`config.mk`:
```
export PLATFORM = sky130hd
export DESIGN_NAME = rom_load_ctrl
export DESIGN_NICKNAME = d
export VERILOG_FILES = /design/src/rom_bus_pkg.sv /design/src/rom_load_ctrl.sv
export VERILOG_INCLUDE_DIRS = /design/src /design/src/include
export SDC_FILE = /design/constraint.sdc
export NUM_CORES = 1
export LEC_CHECK = 0
export ABC_AREA = 1
export BUFFER_PORTS_ARGS = -buffer_cell sky130_fd_sc_hd__buf_2
export CAP_MARGIN = 20
export CORE_MARGIN = 5
export CORE_UTILIZATION = 40
export CTS_CLUSTER_SIZE = 20
export DETAILED_ROUTE_END_ITERATION = 10
export GPL_TIMING_DRIVEN = 1
export PLACE_DENSITY = 0.74
export SETUP_SLACK_MARGIN = 0.3
export SLEW_MARGIN = 20
export SYNTH_ARGS = -nofsm -noshare
export SYNTH_HDL_FRONTEND = slang
export SYNTH_SLANG_ARGS = --single-unit
```
`constraint.sdc`:
```
create_clock -name clk -period 3.55 [get_ports clk]
set_input_delay 0.71 -clock clk [delete_from_list [all_inputs] [get_ports clk]]
set_output_delay 0.71 -clock clk [all_outputs]
set_load 0.005 [all_outputs]
```
`src/include/rom_defs.svh`:
```
// rom subsystem defines: address widths and counter sizes shared by all blocks
`ifndef ROM_DEFS_SVH
`define ROM_DEFS_SVH

// host download address, covers main rom and colour prom
`define ROM_PROG_AW 16

// main cpu address, 32 kB program space
`define ROM_MAIN_AW 15

// one main rom chip, 8 kB
`define ROM_CHIP_AW 13

// colour prom, 32 entries
`define ROM_PAL_AW 5

// accepted byte counter
`define ROM_COUNT_W 16

`endif

```
`src/rom_bus_pkg.sv`:
```
// rom bus package: payload types carried between loader, proms and ports

package rom_bus_pkg;

    // full rom byte, download stream and main cpu data
    typedef logic [7:0] byte_t;

    // colour prom word, low nibble of a download byte
    typedef logic [3:0] nibble_t;

endpackage

```
`src/rom_load_ctrl.sv`:
```
// rom load control: download window register, accepted byte count and checksum
`timescale 1ns/1ps
`include "rom_defs.svh"

module rom_load_ctrl (
    input  logic                    clk,
    input  logic                    rst_n,
    input  logic                    downloading,  // host window
    input  logic                    byte_done,    // from loader
    input  rom_bus_pkg::byte_t      byte_data,
    output logic                    load_en,      // downloading, one cycle late
    output logic [`ROM_COUNT_W-1:0] dl_count,     // accepted bytes
    output rom_bus_pkg::byte_t      dl_sum        // sum mod 256
);

    logic dl_rise;  // window opening

    assign dl_rise = downloading && !load_en;  // load_en is the previous value

    always_ff @(posedge clk or negedge rst_n) begin
        if (!rst_n) begin
            load_en <= 1'b0;
        end else begin
            load_en <= downloading;
        end
    end

    // stats restart with each new download
    always_ff @(posedge clk or negedge rst_n) begin
        if (!rst_n) begin
            dl_count <= '0;
            dl_sum   <= '0;
        end else if (dl_rise) begin
            dl_count <= '0;
            dl_sum   <= '0;
        end else if (byte_done) begin
            dl_count <= dl_count + 1'b1;
            dl_sum   <= dl_sum + byte_data;  // wraps at 8 bits
        end
    end

endmodule

```
# Word level (Yosys, flattened, before mapping)
# Index checks and enable logic that the tools add are counted.
[word_totals]
input_bits = 12
mem_count = 0
register_bits = 25
latchBits = 0
ram_bits = 0
rom_bits = 0
[op_classes]
mux = 4
addsub = 2
eq_ne = 0
shift = 0
magnitude_cmp = 0
reduce_logical = 3
bitwise = 0
n_div = 0
n_mul = 0
[ops]
columns = ["operator", "n"]
rows = [
  ["2-to-1 mux 16 bit", 2],
  ["adder 16 x 1 -> 16 bit, second input constant", 1],
  ["2-to-1 mux 8 bit", 2],
  ["adder 8 bit", 1],
  ["nonzero test 2 bit", 1],
  ["logical AND 1 bit", 1],
  ["logical NOT 1 bit", 1],
]

# Logic depth before layout (Yosys ltp)
[logic_depth]
word_depth = 3
ltp_mapped = 9
depth_no_buf = 9

# Worst setup path after synthesis
# No wires, ideal clock.
[synth_timing]
kind = "input port to flip-flop"
from = "in byte_data[0]"
to = "reg dl_sum[6]"
path_slack_ns = 1.722
cell_stages = 8
arrival_ns = 1.710
path_buffers = 0
setup_time_ns = 0.117
cell_sequence = "ha_1 fa_1 nand3_1 nand2_1 nand2_1 nand3_1 nand3_1 nand2_1"
[synth_via]
elab_chain_cells = 3
[synth_rtl]
columns = ["element", "line_no", "rtl"]
rows = [
  ["from (decl)", "rom_load_ctrl.sv:10", "input rom_bus_pkg::byte_t byte_data,"],
  ["adder 8 bit", "rom_load_ctrl.sv:38", "dl_sum <= dl_sum + byte_data;"],
  ["2-to-1 mux 8 bit", "rom_load_ctrl.sv:36", "end else if (byte_done) begin"],
  ["2-to-1 mux 8 bit", "rom_load_ctrl.sv:33", "end else if (dl_rise) begin"],
  ["to (signal assigned)", "rom_load_ctrl.sv:38", ""],
  ["to (decl)", "rom_load_ctrl.sv:13", "output rom_bus_pkg::byte_t dl_sum"],
]
# Every way passes these cells. The select of a mux whose other input is x is not followed.
# A chain may end at the register's enable or synchronous reset.

# Final worst setup path
[layout_timing]
from = "in downloading"
to = "reg dl_count[8]"
[layout_via]
elab_chain_cells = 2
elab_cells_between_ends = 3
[layout_rtl]
columns = ["element", "line_no", "rtl"]
rows = [
  ["from (decl)", "rom_load_ctrl.sv:8", "input logic downloading,"],
  ["logical AND 1 bit *", "rom_load_ctrl.sv:18", "assign dl_rise = downloading && !load_en;"],
  ["2-to-1 mux 16 bit / nonzero test 2 bit (equally long branches)", "n/a", ""],
  ["to (signal assigned)", "rom_load_ctrl.sv:37", "dl_count <= dl_count + 1'b1;"],
  ["to (decl)", "rom_load_ctrl.sv:12", "output logic [`ROM_COUNT_W-1:0] dl_count,"],
]
# Every way passes the cells marked *; elsewhere a longest branch is shown, timed or not.

==> results.sh <==
export IMPL_synthesis_warning_total=0
export IMPL_antenna_violations_before_repair=0
export IMPL_htree_levels=1
export IMPL_combinational_family_with_the_most_area_after_synthesis="simple AND/OR/NAND/NOR gates"
export IMPL_ys_types=21
export IMPL_core_area_um2=3660
export IMPL_postSynth_topFlopCell="sky130_fd_sc_hd__dfrtp_1"
export IMPL_design_die_area_um2=5100
export IMPL_r2r_start="dl_sum[0]$_DFFE_PN0P_"
export IMPL_start_util=0.413
export IMPL_worst_case_vdd_ir_drop_uv=201
export IMPL_post_cts_repair_setup_buffers=0
export IMPL_final_weighted_congestion_in_routability_driven_placement=0.828
export IMPL_cell_total_after_placement=288
export IMPL_biggest_area_contributors_in_the_synthesized_netlist="sky130_fd_sc_hd__dfrtp_1 41%, sky130_fd_sc_hd__nand2_1 16%, sky130_fd_sc_hd__inv_1 7.5%"
export IMPL_detail_route_wl_per_cell_um=10.5
export IMPL_final_max_slew_violation_count=0
export IMPL_worstHoldPathType="input pin to async pin"
export IMPL_postSynth_asyncResetShare=1.00
export IMPL_worst_slew_margin_rel=0.486
export IMPL_max_cap_violations=0
export IMPL_critPathLaunch="downloading"
export IMPL_route_detailed_vias_per_inst=4.56
export IMPL_mappedNetlistArea_um2=1510
export IMPL_globalRouteTotalUtil=0.132
export IMPL_synth_xor_area_share=0.0116
export IMPL_grt_first_pass_wirelength_um=5420
export IMPL_setup_tns_final_ns=0
export IMPL_top_ports=37
export IMPL_synthCells=206
export IMPL_multi_input_comb_area_um2=753
export IMPL_synth_avg_cell_area_um2=7.33
export IMPL_layout_drive_gt1_share=0.180
export IMPL_regArea_um2=626
export IMPL_routed_via_count=1332
export IMPL_final_instance_count_excl_fill=292
export IMPL_crit_required_ns=3.75
export IMPL_final_antenna_net_count=0
export IMPL_first_iter_violations=32
export IMPL_clock_root_buffer="sky130_fd_sc_hd__clkbuf_8"
export IMPL_die_height_um=71.4
export IMPL_grt_remaining_overflow=0
export IMPL_clk_pin_slew_ns=0.08
export IMPL_synth_top_area_frac=0.414
export IMPL_rsz0062_at_grt="false"
export IMPL_post_route_drc_count=0
export IMPL_kind_of_end_point_of_the_critical_path="flop"
export IMPL_hold_violations=0
export IMPL_kind_of_start_point_of_the_critical_path="input pin"
export IMPL_synth_mux_area_fraction=0
export IMPL_tightest_slew_ns=0.768
export IMPL_tritoncts_num_sinks=25
export IMPL_path_class="input pin to flop"
export IMPL_grt_pass1_vias=1205
export IMPL_outcome="finished, final reports clean"
export IMPL_synthMostInstantiatedCell="sky130_fd_sc_hd__nand2_1"
export IMPL_antennaDiodeCount=0
export IMPL_critPathMaxFanout=13
export IMPL_port_buffers=36
export IMPL_critical_path_arrival_ns=2.01
export IMPL_grt_max_degree=26
export IMPL_nFillCells=371
export IMPL_post_cts_resized_instances=0
export IMPL_synth_nets=227
export IMPL_synth_compound_area_share=0.0944
export IMPL_tritoncts="done"
export IMPL_timing_fmax_mhz=554
export IMPL_synth_simple_gate_area_share=0.313
export IMPL_timing_final_crit_period_ns=1.81
export IMPL_areaGrowthSynthToFinish_pct=17.6
export IMPL_detailed_place_hpwl_um=2380
export IMPL_numCtsBuffers=3
export IMPL_cts_buffer_depth=2
export IMPL_die_x_um=71.4
export IMPL_power_per_cell_area_nw_per_um2=437
export IMPL_hold_buffers=0
export IMPL_synth_largest_area_cell="sky130_fd_sc_hd__dfrtp_1"
export IMPL_fin_crit_share=0.508
export IMPL_setup_violations=0
export IMPL_worstSkewPairLatency_ns=0.26
export IMPL_dr_pass1_iters=4
export IMPL_synth_common_cells="63 x sky130_fd_sc_hd__nand2_1, 30 x sky130_fd_sc_hd__inv_1, 28 x sky130_fd_sc_hd__nor2_1"
export IMPL_final_net_count=266
export IMPL_route_final_wire_length_um=3070
export IMPL_rows=22
export IMPL_synth_edf_count=0
export IMPL_synth_seq_cells=25
export IMPL_seq_area_frac_synth=0.414
export IMPL_finalClockSkew_ns=0.00389
export IMPL_p_leak_nw=1.02
export IMPL_yosys_area_share_adder=0.0795
## stage by stage
| stage | hold WS, ns | power [W] | utilization | worst slack [ns] | instance area [µm²] |
|---|---|---|---|---|---|
| global route | 0.466 | 0.000851 | 0.485 | 1.60 | 1780 |
| floorplan | 0.414 | 0.000531 | - | 1.72 | 1510 |
| detailed placement | 0.512 | 0.000620 | 0.473 | 1.44 | 1730 |
| global placement | 0.503 | 0.000616 | 0.473 | 1.47 | 1730 |
| finish | 0.432 | 0.000776 | 0.485 | 1.74 | 1780 |
| CTS | 0.451 | 0.000789 | 0.485 | 1.72 | 1780 |
## placed cells by master (no fill, tap or decap), drive strengths merged
cell | Yosys | layout
nor2 | 31 | 31
a21oi | 10 | 10
nor3 | 2 | 2
o21ai | 10 | 10
clkbuf | 1 | 4
xnor2 | 1 | 1
o221ai | 1 | 1
nand3 | 16 | 16
inv | 30 | 30
buf | 1 | 36
a22o | 3 | 3
nand2 | 64 | 64
xor2 | 1 | 1
a21boi | 1 | 1
dfrtp | 25 | 25
ha | 8 | 8
fa | 1 | 1
## layer usage
| layer | share of wire | global-route usage | vias up | wire (µm) |
|---|---|---|---|---|
| li1 | - | - | 724 | - |
| met2 | 0.45 | 0.193 | 22 | 1370 |
| met4 | 0.017 | 0.0626 | 0 | 51 |
| met1 | 0.49 | 0.187 | 582 | 1510 |
| met5 | 0 | 0 | - | 0 |
| met3 | 0.046 | 0.0266 | 4 | 141 |
## layout make-up
class	instances	share of cell area
repair buffers	36	0.101
inverters	30	0.0634
multi-input cells	149	0.424
clock buffers	4	0.0254
flip-flops and latches	25	0.352
well taps	48	0.0338
## cell families (layout without fill, tap and decap cells)
logic type	Yosys count	count (layout)
AOI/OAI and AO/OA	25	25
xor gates and xnor gates	2	2
adders and majority gates	9	9
buffers and inverters	32	70
DFF	25	25
and+or+nand+nor	113	113
## power by group
group / internal (W) / switching [W]
clock: 0.0000802 / 0.0000854
combinational: 0.000111 / 0.000141
sequential: 0.000321 / 0.0000365
total: 0.000513 / 0.000263
## final timing paths
check                                          end  slack, ns  cells after the start
setup / recovery           dl_count[8]$_DFFE_PN0P_       1.74                      8
hold / removal             dl_count[6]$_DFFE_PN0P_       0.43                      1
setup reg to reg             dl_sum[6]$_DFFE_PN0P_       1.95                      8
hold reg to reg              dl_sum[3]$_DFFE_PN0P_       0.52                      2
max in group asynchronous  dl_count[4]$_DFFE_PN0P_       2.74                      1
min in group clk             dl_sum[3]$_DFFE_PN0P_       0.52                      2
## state kept, by name, indices dropped and copies added (netlist names)
signal	cells
dl_count	16
dl_sum	8
load_en	1
## critical path, cell delays in order
cell and delay [ns]:
sky130_fd_sc_hd__buf_2 0.10, sky130_fd_sc_hd__inv_1 0.06, sky130_fd_sc_hd__nor2_2 0.05, sky130_fd_sc_hd__nor2_1 0.59
sky130_fd_sc_hd__nor2_1 0.19, sky130_fd_sc_hd__nand2_1 0.12, sky130_fd_sc_hd__o21ai_0 0.08, sky130_fd_sc_hd__nor2_1 0.10
(Power assumes the default switching activity.)
