===== src/include/rom_defs.svh =====
// rom subsystem defines: address widths and counter sizes shared by all blocks
`ifndef ROM_DEFS_SVH
`define ROM_DEFS_SVH

// host download address, covers main rom and colour prom
`define ROM_PROG_AW 16

// main cpu address, 32 kB program space
`define ROM_MAIN_AW 15

// one main rom chip, 8 kB
`define ROM_CHIP_AW 13

// colour prom, 32 entries
`define ROM_PAL_AW 5

// accepted byte counter
`define ROM_COUNT_W 16

`endif


===== src/rom_bus_pkg.sv =====
// rom bus package: payload types carried between loader, proms and ports

package rom_bus_pkg;

    // full rom byte, download stream and main cpu data
    typedef logic [7:0] byte_t;

    // colour prom word, low nibble of a download byte
    typedef logic [3:0] nibble_t;

endpackage


===== src/rom_map_pkg.sv =====
// rom map package: download address regions, region bases and chip index
`include "rom_defs.svh"

package rom_map_pkg;

    // what a download address lands in
    typedef enum logic [1:0] {
        region_main    = 2'd0,  // one of the four program chips
        region_palette = 2'd1,  // colour prom, low nibble only
        region_none    = 2'd2   // unmapped, acked and dropped
    } region_e;

    // main rom chip select, download address bits 14..13
    typedef logic [1:0] chip_t;

    // one bit wider than the download address so base + size never wraps
    localparam logic [`ROM_PROG_AW:0] MAIN_BASE = 17'h0_0000;
    localparam logic [`ROM_PROG_AW:0] MAIN_SIZE = 17'h0_8000;  // 4 x 8 kB

    localparam logic [`ROM_PROG_AW:0] PAL_BASE  = 17'h0_8000;  // right after main
    localparam logic [`ROM_PROG_AW:0] PAL_SIZE  = 17'd32;      // 32 x 4 bit

endpackage


===== src/rom_loader.sv =====
// rom loader: four-phase req/ack download receiver that issues prom write strobes
`timescale 1ns/1ps
`include "rom_defs.svh"

module rom_loader (
    input  logic                    clk,
    input  logic                    rst_n,
    input  logic                    req,        // host request, four-phase
    input  logic                    load_en,    // download window from control block
    input  logic [`ROM_PROG_AW-1:0] prog_addr,  // stable while req high
    input  rom_bus_pkg::byte_t      prog_data,
    output logic                    ack,
    output logic [3:0]              main_we,    // one-hot chip strobe
    output logic                    pal_we,     // colour prom strobe
    output logic [`ROM_CHIP_AW-1:0] wr_addr,    // shared prom write address
    output rom_bus_pkg::byte_t      wr_data,
    output logic                    byte_done,  // accepted in-region byte
    output rom_bus_pkg::byte_t      byte_data
);

    typedef enum logic [1:0] {
        st_idle,  // waiting for req
        st_ack,   // ack just raised, strobe out
        st_wait   // holding ack until req drops
    } state_e;

    state_e                state;
    rom_map_pkg::region_e  region;
    rom_map_pkg::chip_t    chip;
    logic [`ROM_PROG_AW:0] addr_x;  // zero extended for region compare
    logic                  take;    // byte accepted this cycle

    assign addr_x = {1'b0, prog_addr};
    assign chip   = prog_addr[`ROM_CHIP_AW+1:`ROM_CHIP_AW];  // bits 14..13
    assign take   = (state == st_idle) && req && load_en;    // no ack outside window

    // address decode against the map
    always_comb begin
        if (addr_x >= rom_map_pkg::MAIN_BASE &&
            addr_x <  rom_map_pkg::MAIN_BASE + rom_map_pkg::MAIN_SIZE) begin
            region = rom_map_pkg::region_main;
        end else if (addr_x >= rom_map_pkg::PAL_BASE &&
                     addr_x <  rom_map_pkg::PAL_BASE + rom_map_pkg::PAL_SIZE) begin
            region = rom_map_pkg::region_palette;
        end else begin
            region = rom_map_pkg::region_none;  // acked, no write
        end
    end

    always_ff @(posedge clk or negedge rst_n) begin
        if (!rst_n) begin
            state     <= st_idle;
            ack       <= 1'b0;
            main_we   <= '0;
            pal_we    <= 1'b0;
            byte_done <= 1'b0;
        end else begin
            main_we   <= '0;    // strobes last one cycle
            pal_we    <= 1'b0;
            byte_done <= 1'b0;
            case (state)
                st_idle: begin
                    if (take) begin
                        state   <= st_ack;
                        ack     <= 1'b1;  // same edge as the strobe
                        if (region == rom_map_pkg::region_main) begin
                            main_we <= 4'b0001 << chip;
                        end
                        pal_we    <= (region == rom_map_pkg::region_palette);
                        byte_done <= (region != rom_map_pkg::region_none);
                    end
                end
                st_ack: begin
                    if (!req) begin
                        state <= st_idle;  // early drop
                        ack   <= 1'b0;
                    end else begin
                        state <= st_wait;
                    end
                end
                st_wait: begin
                    if (!req) begin
                        state <= st_idle;
                        ack   <= 1'b0;  // host may raise req again after this
                    end
                end
                default: begin
                    state <= st_idle;
                    ack   <= 1'b0;
                end
            endcase
        end
    end

    // payload capture, valid alongside the strobes
    always_ff @(posedge clk) begin
        if (take) begin
            wr_addr <= prog_addr[`ROM_CHIP_AW-1:0];
            wr_data <= prog_data;
        end
    end

    assign byte_data = wr_data;  // qualified by byte_done

endmodule


===== config.mk =====
export PLATFORM = sky130hd
export DESIGN_NAME = rom_loader
export DESIGN_NICKNAME = d
export VERILOG_FILES = /design/src/rom_bus_pkg.sv /design/src/rom_map_pkg.sv /design/src/rom_loader.sv
export VERILOG_INCLUDE_DIRS = /design/src /design/src/include
export SDC_FILE = /design/constraint.sdc
export NUM_CORES = 1
export LEC_CHECK = 0
export BUFFER_PORTS_ARGS = -buffer_cell sky130_fd_sc_hd__clkbuf_2
export CORE_ASPECT_RATIO = 1.75
export CORE_MARGIN = 2
export CORE_UTILIZATION = 30
export CTS_BUF_LIST = sky130_fd_sc_hd__clkbuf_8 sky130_fd_sc_hd__clkbuf_16
export DETAILED_ROUTE_END_ITERATION = 8
export PLACE_DENSITY = 0.58
export SETUP_SLACK_MARGIN = 0.5
export SLEW_MARGIN = 5
export SYNTH_ARGS = -nofsm -noshare
export SYNTH_HDL_FRONTEND = slang
export SYNTH_SLANG_ARGS = --single-unit

===== constraint.sdc =====
create_clock -name clk -period 3 [get_ports clk]
set_input_delay 0.45 -clock clk [delete_from_list [all_inputs] [get_ports clk]]
set_output_delay 0.45 -clock clk [all_outputs]
set_load 0.01 [all_outputs]

# Word level (Yosys, flattened, before mapping)
# Index checks and enable logic that the tools add are counted.
[word_totals] elab_cells=44 in_bits=28 ff_bits=30 out_inout_bits=36
[op_classes] eq_ne=7 order_cmp=4 shift=1 reduce_logical=9 n_mux=16
[ops] operator="$lt 16x16->1 const B" count=2
[ops] operator="$ge 16x1->1 const B" count=1
[ops] operator="$ge 16x16->1 const B" count=1
[ops] operator="$mux 4" count=3
[ops] operator="$mux 2" count=5
[ops] operator="$ne 2x2->1 const B" count=4
[ops] operator="$mux 1" count=6
[ops] operator="$pmux 2 s3" count=1
[ops] operator="$eq 2x1->1 const B" count=2
[ops] operator="$logic_and 1x1->1" count=4
[ops] operator="$logic_not 2->1" count=2
[ops] operator="$reduce_and 2->1" count=2
[ops] operator="$shl 1x2->4 const A" count=1
[ops] operator="$eq 2x2->1 const B" count=1
[ops] operator="$pmux 1 s2" count=1
[ops] operator="$reduce_or 2->1" count=1

# Depth between registers and ports, before layout
[depth] depth_word=8 ltp_mapped=5 mapped_depth_nobuf=5

# Worst setup path after synthesis
# OpenSTA, ideal clock, no wires.
[synth_timing] kind="register to register" from="register state[0]" to="register wr_data[0] (netlist: byte_data[0]), enable pin" n_path_buf=0 t_arrival_ps=1293 period_less_slack_ps=1669 required_ps=2624 path_stages_with_launch=5 slack_ps=1331 path_cell_list="dfrtp_1 > inv_1 > ha_1 > nand3_2 > inv_1"
[synth_between] elab_chain_len=3
[synth_rtl] element="start: declaration" line_no="rom_loader.sv:27" text="state_e state;"
[synth_rtl] element="start signal: assignment" line_no="rom_loader.sv:52" text="state <= st_idle;"
[synth_rtl] element="start signal: assignment" line_no="rom_loader.sv:64" text="state <= st_ack;"
[synth_rtl] element="start signal: assignment" line_no="rom_loader.sv:75" text="state <= st_idle;"
[synth_rtl] element="$logic_not 2->1" line_no="rom_loader.sv:35" text="assign take = (state == st_idle) && req && load_en;"
[synth_rtl] element="$logic_and 1x1->1 (2 in series)" line_no="rom_loader.sv:35"
[synth_rtl] element="named net take" line_no="rom_loader.sv:31" text="logic take;"
[synth_rtl] element="end signal: assignment" line_no="rom_loader.sv:99" text="wr_data <= prog_data;"
[synth_rtl] element="end: declaration" line_no="rom_loader.sv:16" text="output rom_bus_pkg::byte_t wr_data,"
# The timed path passes the listed nets, and every way through them passes these cells.
# A chain may end at the register's enable or synchronous reset.

# Worst setup path in the final report
[layout_timing] from="register state[0]" to="register wr_data[2] (netlist: byte_data[2]), enable pin"
# The elaborated chain is that of the path after synthesis.

==> results.sh <==
export IMPL_status="finished, final reports clean"
export IMPL_sw_frac_of_total_pct=27.5
export IMPL_synth_edf_count=21
export IMPL_synth_fp_nets=100
export IMPL_p_clk_share_pct=28.7
export IMPL_critPathRequiredTime_ps=2900
export IMPL_port_buffers=63
export IMPL_synth_seq_cells=30
export IMPL_syn_inst=69
export IMPL_fillers=336
export IMPL_dr_total_vias=754
export IMPL_crit_chain="inv_1 -> ha_1 -> nand3_2 -> inv_1"
export IMPL_row_count=29
export IMPL_drive_gt1_share_pct=53.8
export IMPL_maxCapViolations=0
export IMPL_hp_class="primary input to async pin"
export IMPL_clock_sinks=30
export IMPL_diodes=0
export IMPL_power_density_nw_per_um2=718
export IMPL_clkLatencyLatePin_ps=270
export IMPL_worst_pin_slew_ps=776
export IMPL_routed_wl_um=2090
export IMPL_die_h_um=84.7
export IMPL_setup_tns_ps=0
export IMPL_grt_ovfl_total=0
export IMPL_grt_setup_unrepaired="false"
export IMPL_cp_slowest_cell="inv_1"
export IMPL_setup_viol=0
export IMPL_areaGrowthSynthToFinish_pct=36.1
export IMPL_p_total_uw=1090
export IMPL_pin_count=64
export IMPL_p_comb_share_pct=21.7
export IMPL_ys_warn_count=0
export IMPL_cts_resized=0
export IMPL_synth_top_flop_cell="edfxtp_1"
export IMPL_grt_use_total_pct=10.8
export IMPL_drc=0
export IMPL_tritoncts="yes"
export IMPL_antenna_left=0
export IMPL_synth_area_top_cells="edfxtp_1 56%, dfrtp_1 20%, buf_4 5.4%"
export IMPL_dieArea_um2=4250
export IMPL_yosysTopAreaCellShare_pct=56.4
export IMPL_internal_power_uw=791
export IMPL_ys_seq_area_share_pct=76.6
export IMPL_syn_area_um2=1120
export IMPL_vias_per_cell=4.24
export IMPL_ctsHoldBuffers=0
export IMPL_fin_nets=162
export IMPL_die_x_um=50.1
export IMPL_synth_area_leader_cell="edfxtp_1"
export IMPL_grt_pass1_wl_um=3310
export IMPL_clk_pin_slew_ps=60
export IMPL_cts_buffers=5
export IMPL_fin_crit_ps=1910
export IMPL_crit_fanout=22
export IMPL_synth_distinct_cells=19
export IMPL_slew_headroom_pct=48.2
export IMPL_start_util_pct=31.1
export IMPL_skew_ps=2.61
export IMPL_antenna_found_initial=0
export IMPL_dp_hpwl_um=1710
export IMPL_root_buffer="clkbuf_8"
export IMPL_vdd_ir_drop_max_mv=0.375
export IMPL_grt_pass1_vias=741
export IMPL_grt_max_degree=23
export IMPL_async_flop_share_pct=30.0
export IMPL_cts_max_level=2
export IMPL_switchingPower_uw=300
export IMPL_fin_crit_sh_pct=63.7
export IMPL_drt_pass1_iterations=2
export IMPL_clock_fmax_mhz=524
export IMPL_yosysMostFrequentCell="edfxtp_1"
export IMPL_core_area_um2=3590
export IMPL_cellLeakagePower_uw=0.000713
export IMPL_finalNonFillerCells=178
export IMPL_postCtsSetupBuffers=0
export IMPL_cp_slowest_stage_delay_ps=600
export IMPL_drtIter0Drc=13
export IMPL_slew_violations=0
export IMPL_place_inst=170
export IMPL_pwr_share_seq_pct=49.6
export IMPL_yosys_top_cells_count="21 x edfxtp_1, 9 x dfrtp_1, 8 x buf_4"
export IMPL_synth_avg_cell_area_um2=16.2
export IMPL_gp_congestion=0.688
export IMPL_crit_path_end_kind="flip-flop"
export IMPL_arrival_ps=1810
export IMPL_hold_viol=0
export IMPL_crit_type="flip-flop to flip-flop"
export IMPL_crit_path_frequent_cell="inv_1"
export IMPL_startpoint_type="flip-flop"
export IMPL_routedWlPerCell_um=11.8
export IMPL_clk_path_buf_depth=2
power by group through the flow:
stage	clock network [uW]	logic (uW)	registers (uW)
after floorplan	0	133	565
after global placement	0	223	544
after detailed placement	0	240	549
after CTS	324	240	541
after global routing	342	264	546
final	313	237	541
worst max-delay path, delay by kind of cell, from the launching register on:
kind	cells	cell delay, ps
adders and majority gates	1	260
buffers and inverters	2	700
DFF	1	420
and+or+nand+nor	1	160
sequential cells by signal (all words and copies together) (netlist names):
signal     cells
main_we        4
byte_done      1
byte_data      8
pal_we         1
ack            1
state          2
wr_addr       13
routing by layer:
metal / vias up / global-route usage, % / share of wire, %
met5: - / 0 / 0
li1: 370 / - / -
met1: 337 / 9.64 / 33
met3: 6 / 4.09 / 9.6
met2: 41 / 19.5 / 54
met4: 0 / 6.82 / 2.6
cell usage in the layout (no fill, tap or decap):
cell      synthesis  routed
clkbuf_2          0      63
edfxtp_1         21      21
dfrtp_1           9       9
inv_1             4       6
clkbuf_8          0       6
nand2_1           5       5
nor4_1            3       3
o21ai_0           3       3
ha_1              3       3
nor4b_1           2       2
a22o_1            2       2
nand3_2           1       1
nor2_1            1       1
nand3_1           1       1
a21oi_1           1       1
nor3_1            1       1
and4_2            1       1
nor2b_1           1       1
nand2b_1          1       1
a32o_1            1       1
worst paths after layout:
| path | start | to | slack, ps | cells past startpoint |
|---|---|---|---|---|
| worst max-delay path | state[0]$_DFFE_PN0P_ | byte_data[2]$_DFFE_PP_ | 1090 | 4 |
| worst min-delay path | rst_n | ack$_DFFE_PN0P_ | 20 | 1 |
| max in group asynchronous | rst_n | main_we[3]$_DFF_PN0_ | 2780 | 1 |
| worst min register to register | ack$_DFFE_PN0P_ | ack$_DFFE_PN0P_ | 550 | 1 |
| min in group clk | prog_addr[4] | wr_addr[4]$_DFFE_PP_ | 350 | 1 |
| worst max register to register | state[0]$_DFFE_PN0P_ | byte_data[2]$_DFFE_PP_ | 1090 | 4 |
cell type report:
cell class / count / area [um^2] / share of cell area (%)
clock buffers: 6 / 82.6 / 5.43
flip-flops and latches: 30 / 856 / 56.3
clock inverters: 2 / 7.51 / 0.494
inverters: 4 / 15.0 / 0.988
multi-input cells: 27 / 186 / 12.3
well taps: 46 / 57.6 / 3.79
repair buffers: 63 / 315 / 20.7
stage by stage:
step,worst slack [ps],cell area (um^2),hold WS [ps],utilization (%)
detailed placement,1080,1430,325,39.8
global placement,1180,1430,316,39.8
floorplan,1330,1120,154,-
global route,896,1520,38.3,42.3
finish,1090,1520,24.5,42.3
CTS,1070,1520,26.2,42.3
logic make-up after synthesis:
group | Yosys count | synth area share (%)
AOI/OAI and AO/OA | 7 | 4.25
adders and majority gates | 3 | 3.36
buffers and inverters | 12 | 6.72
DFF | 30 | 76.6
and+or+nand+nor | 17 | 9.07
Power figures use the tool's default switching activity.
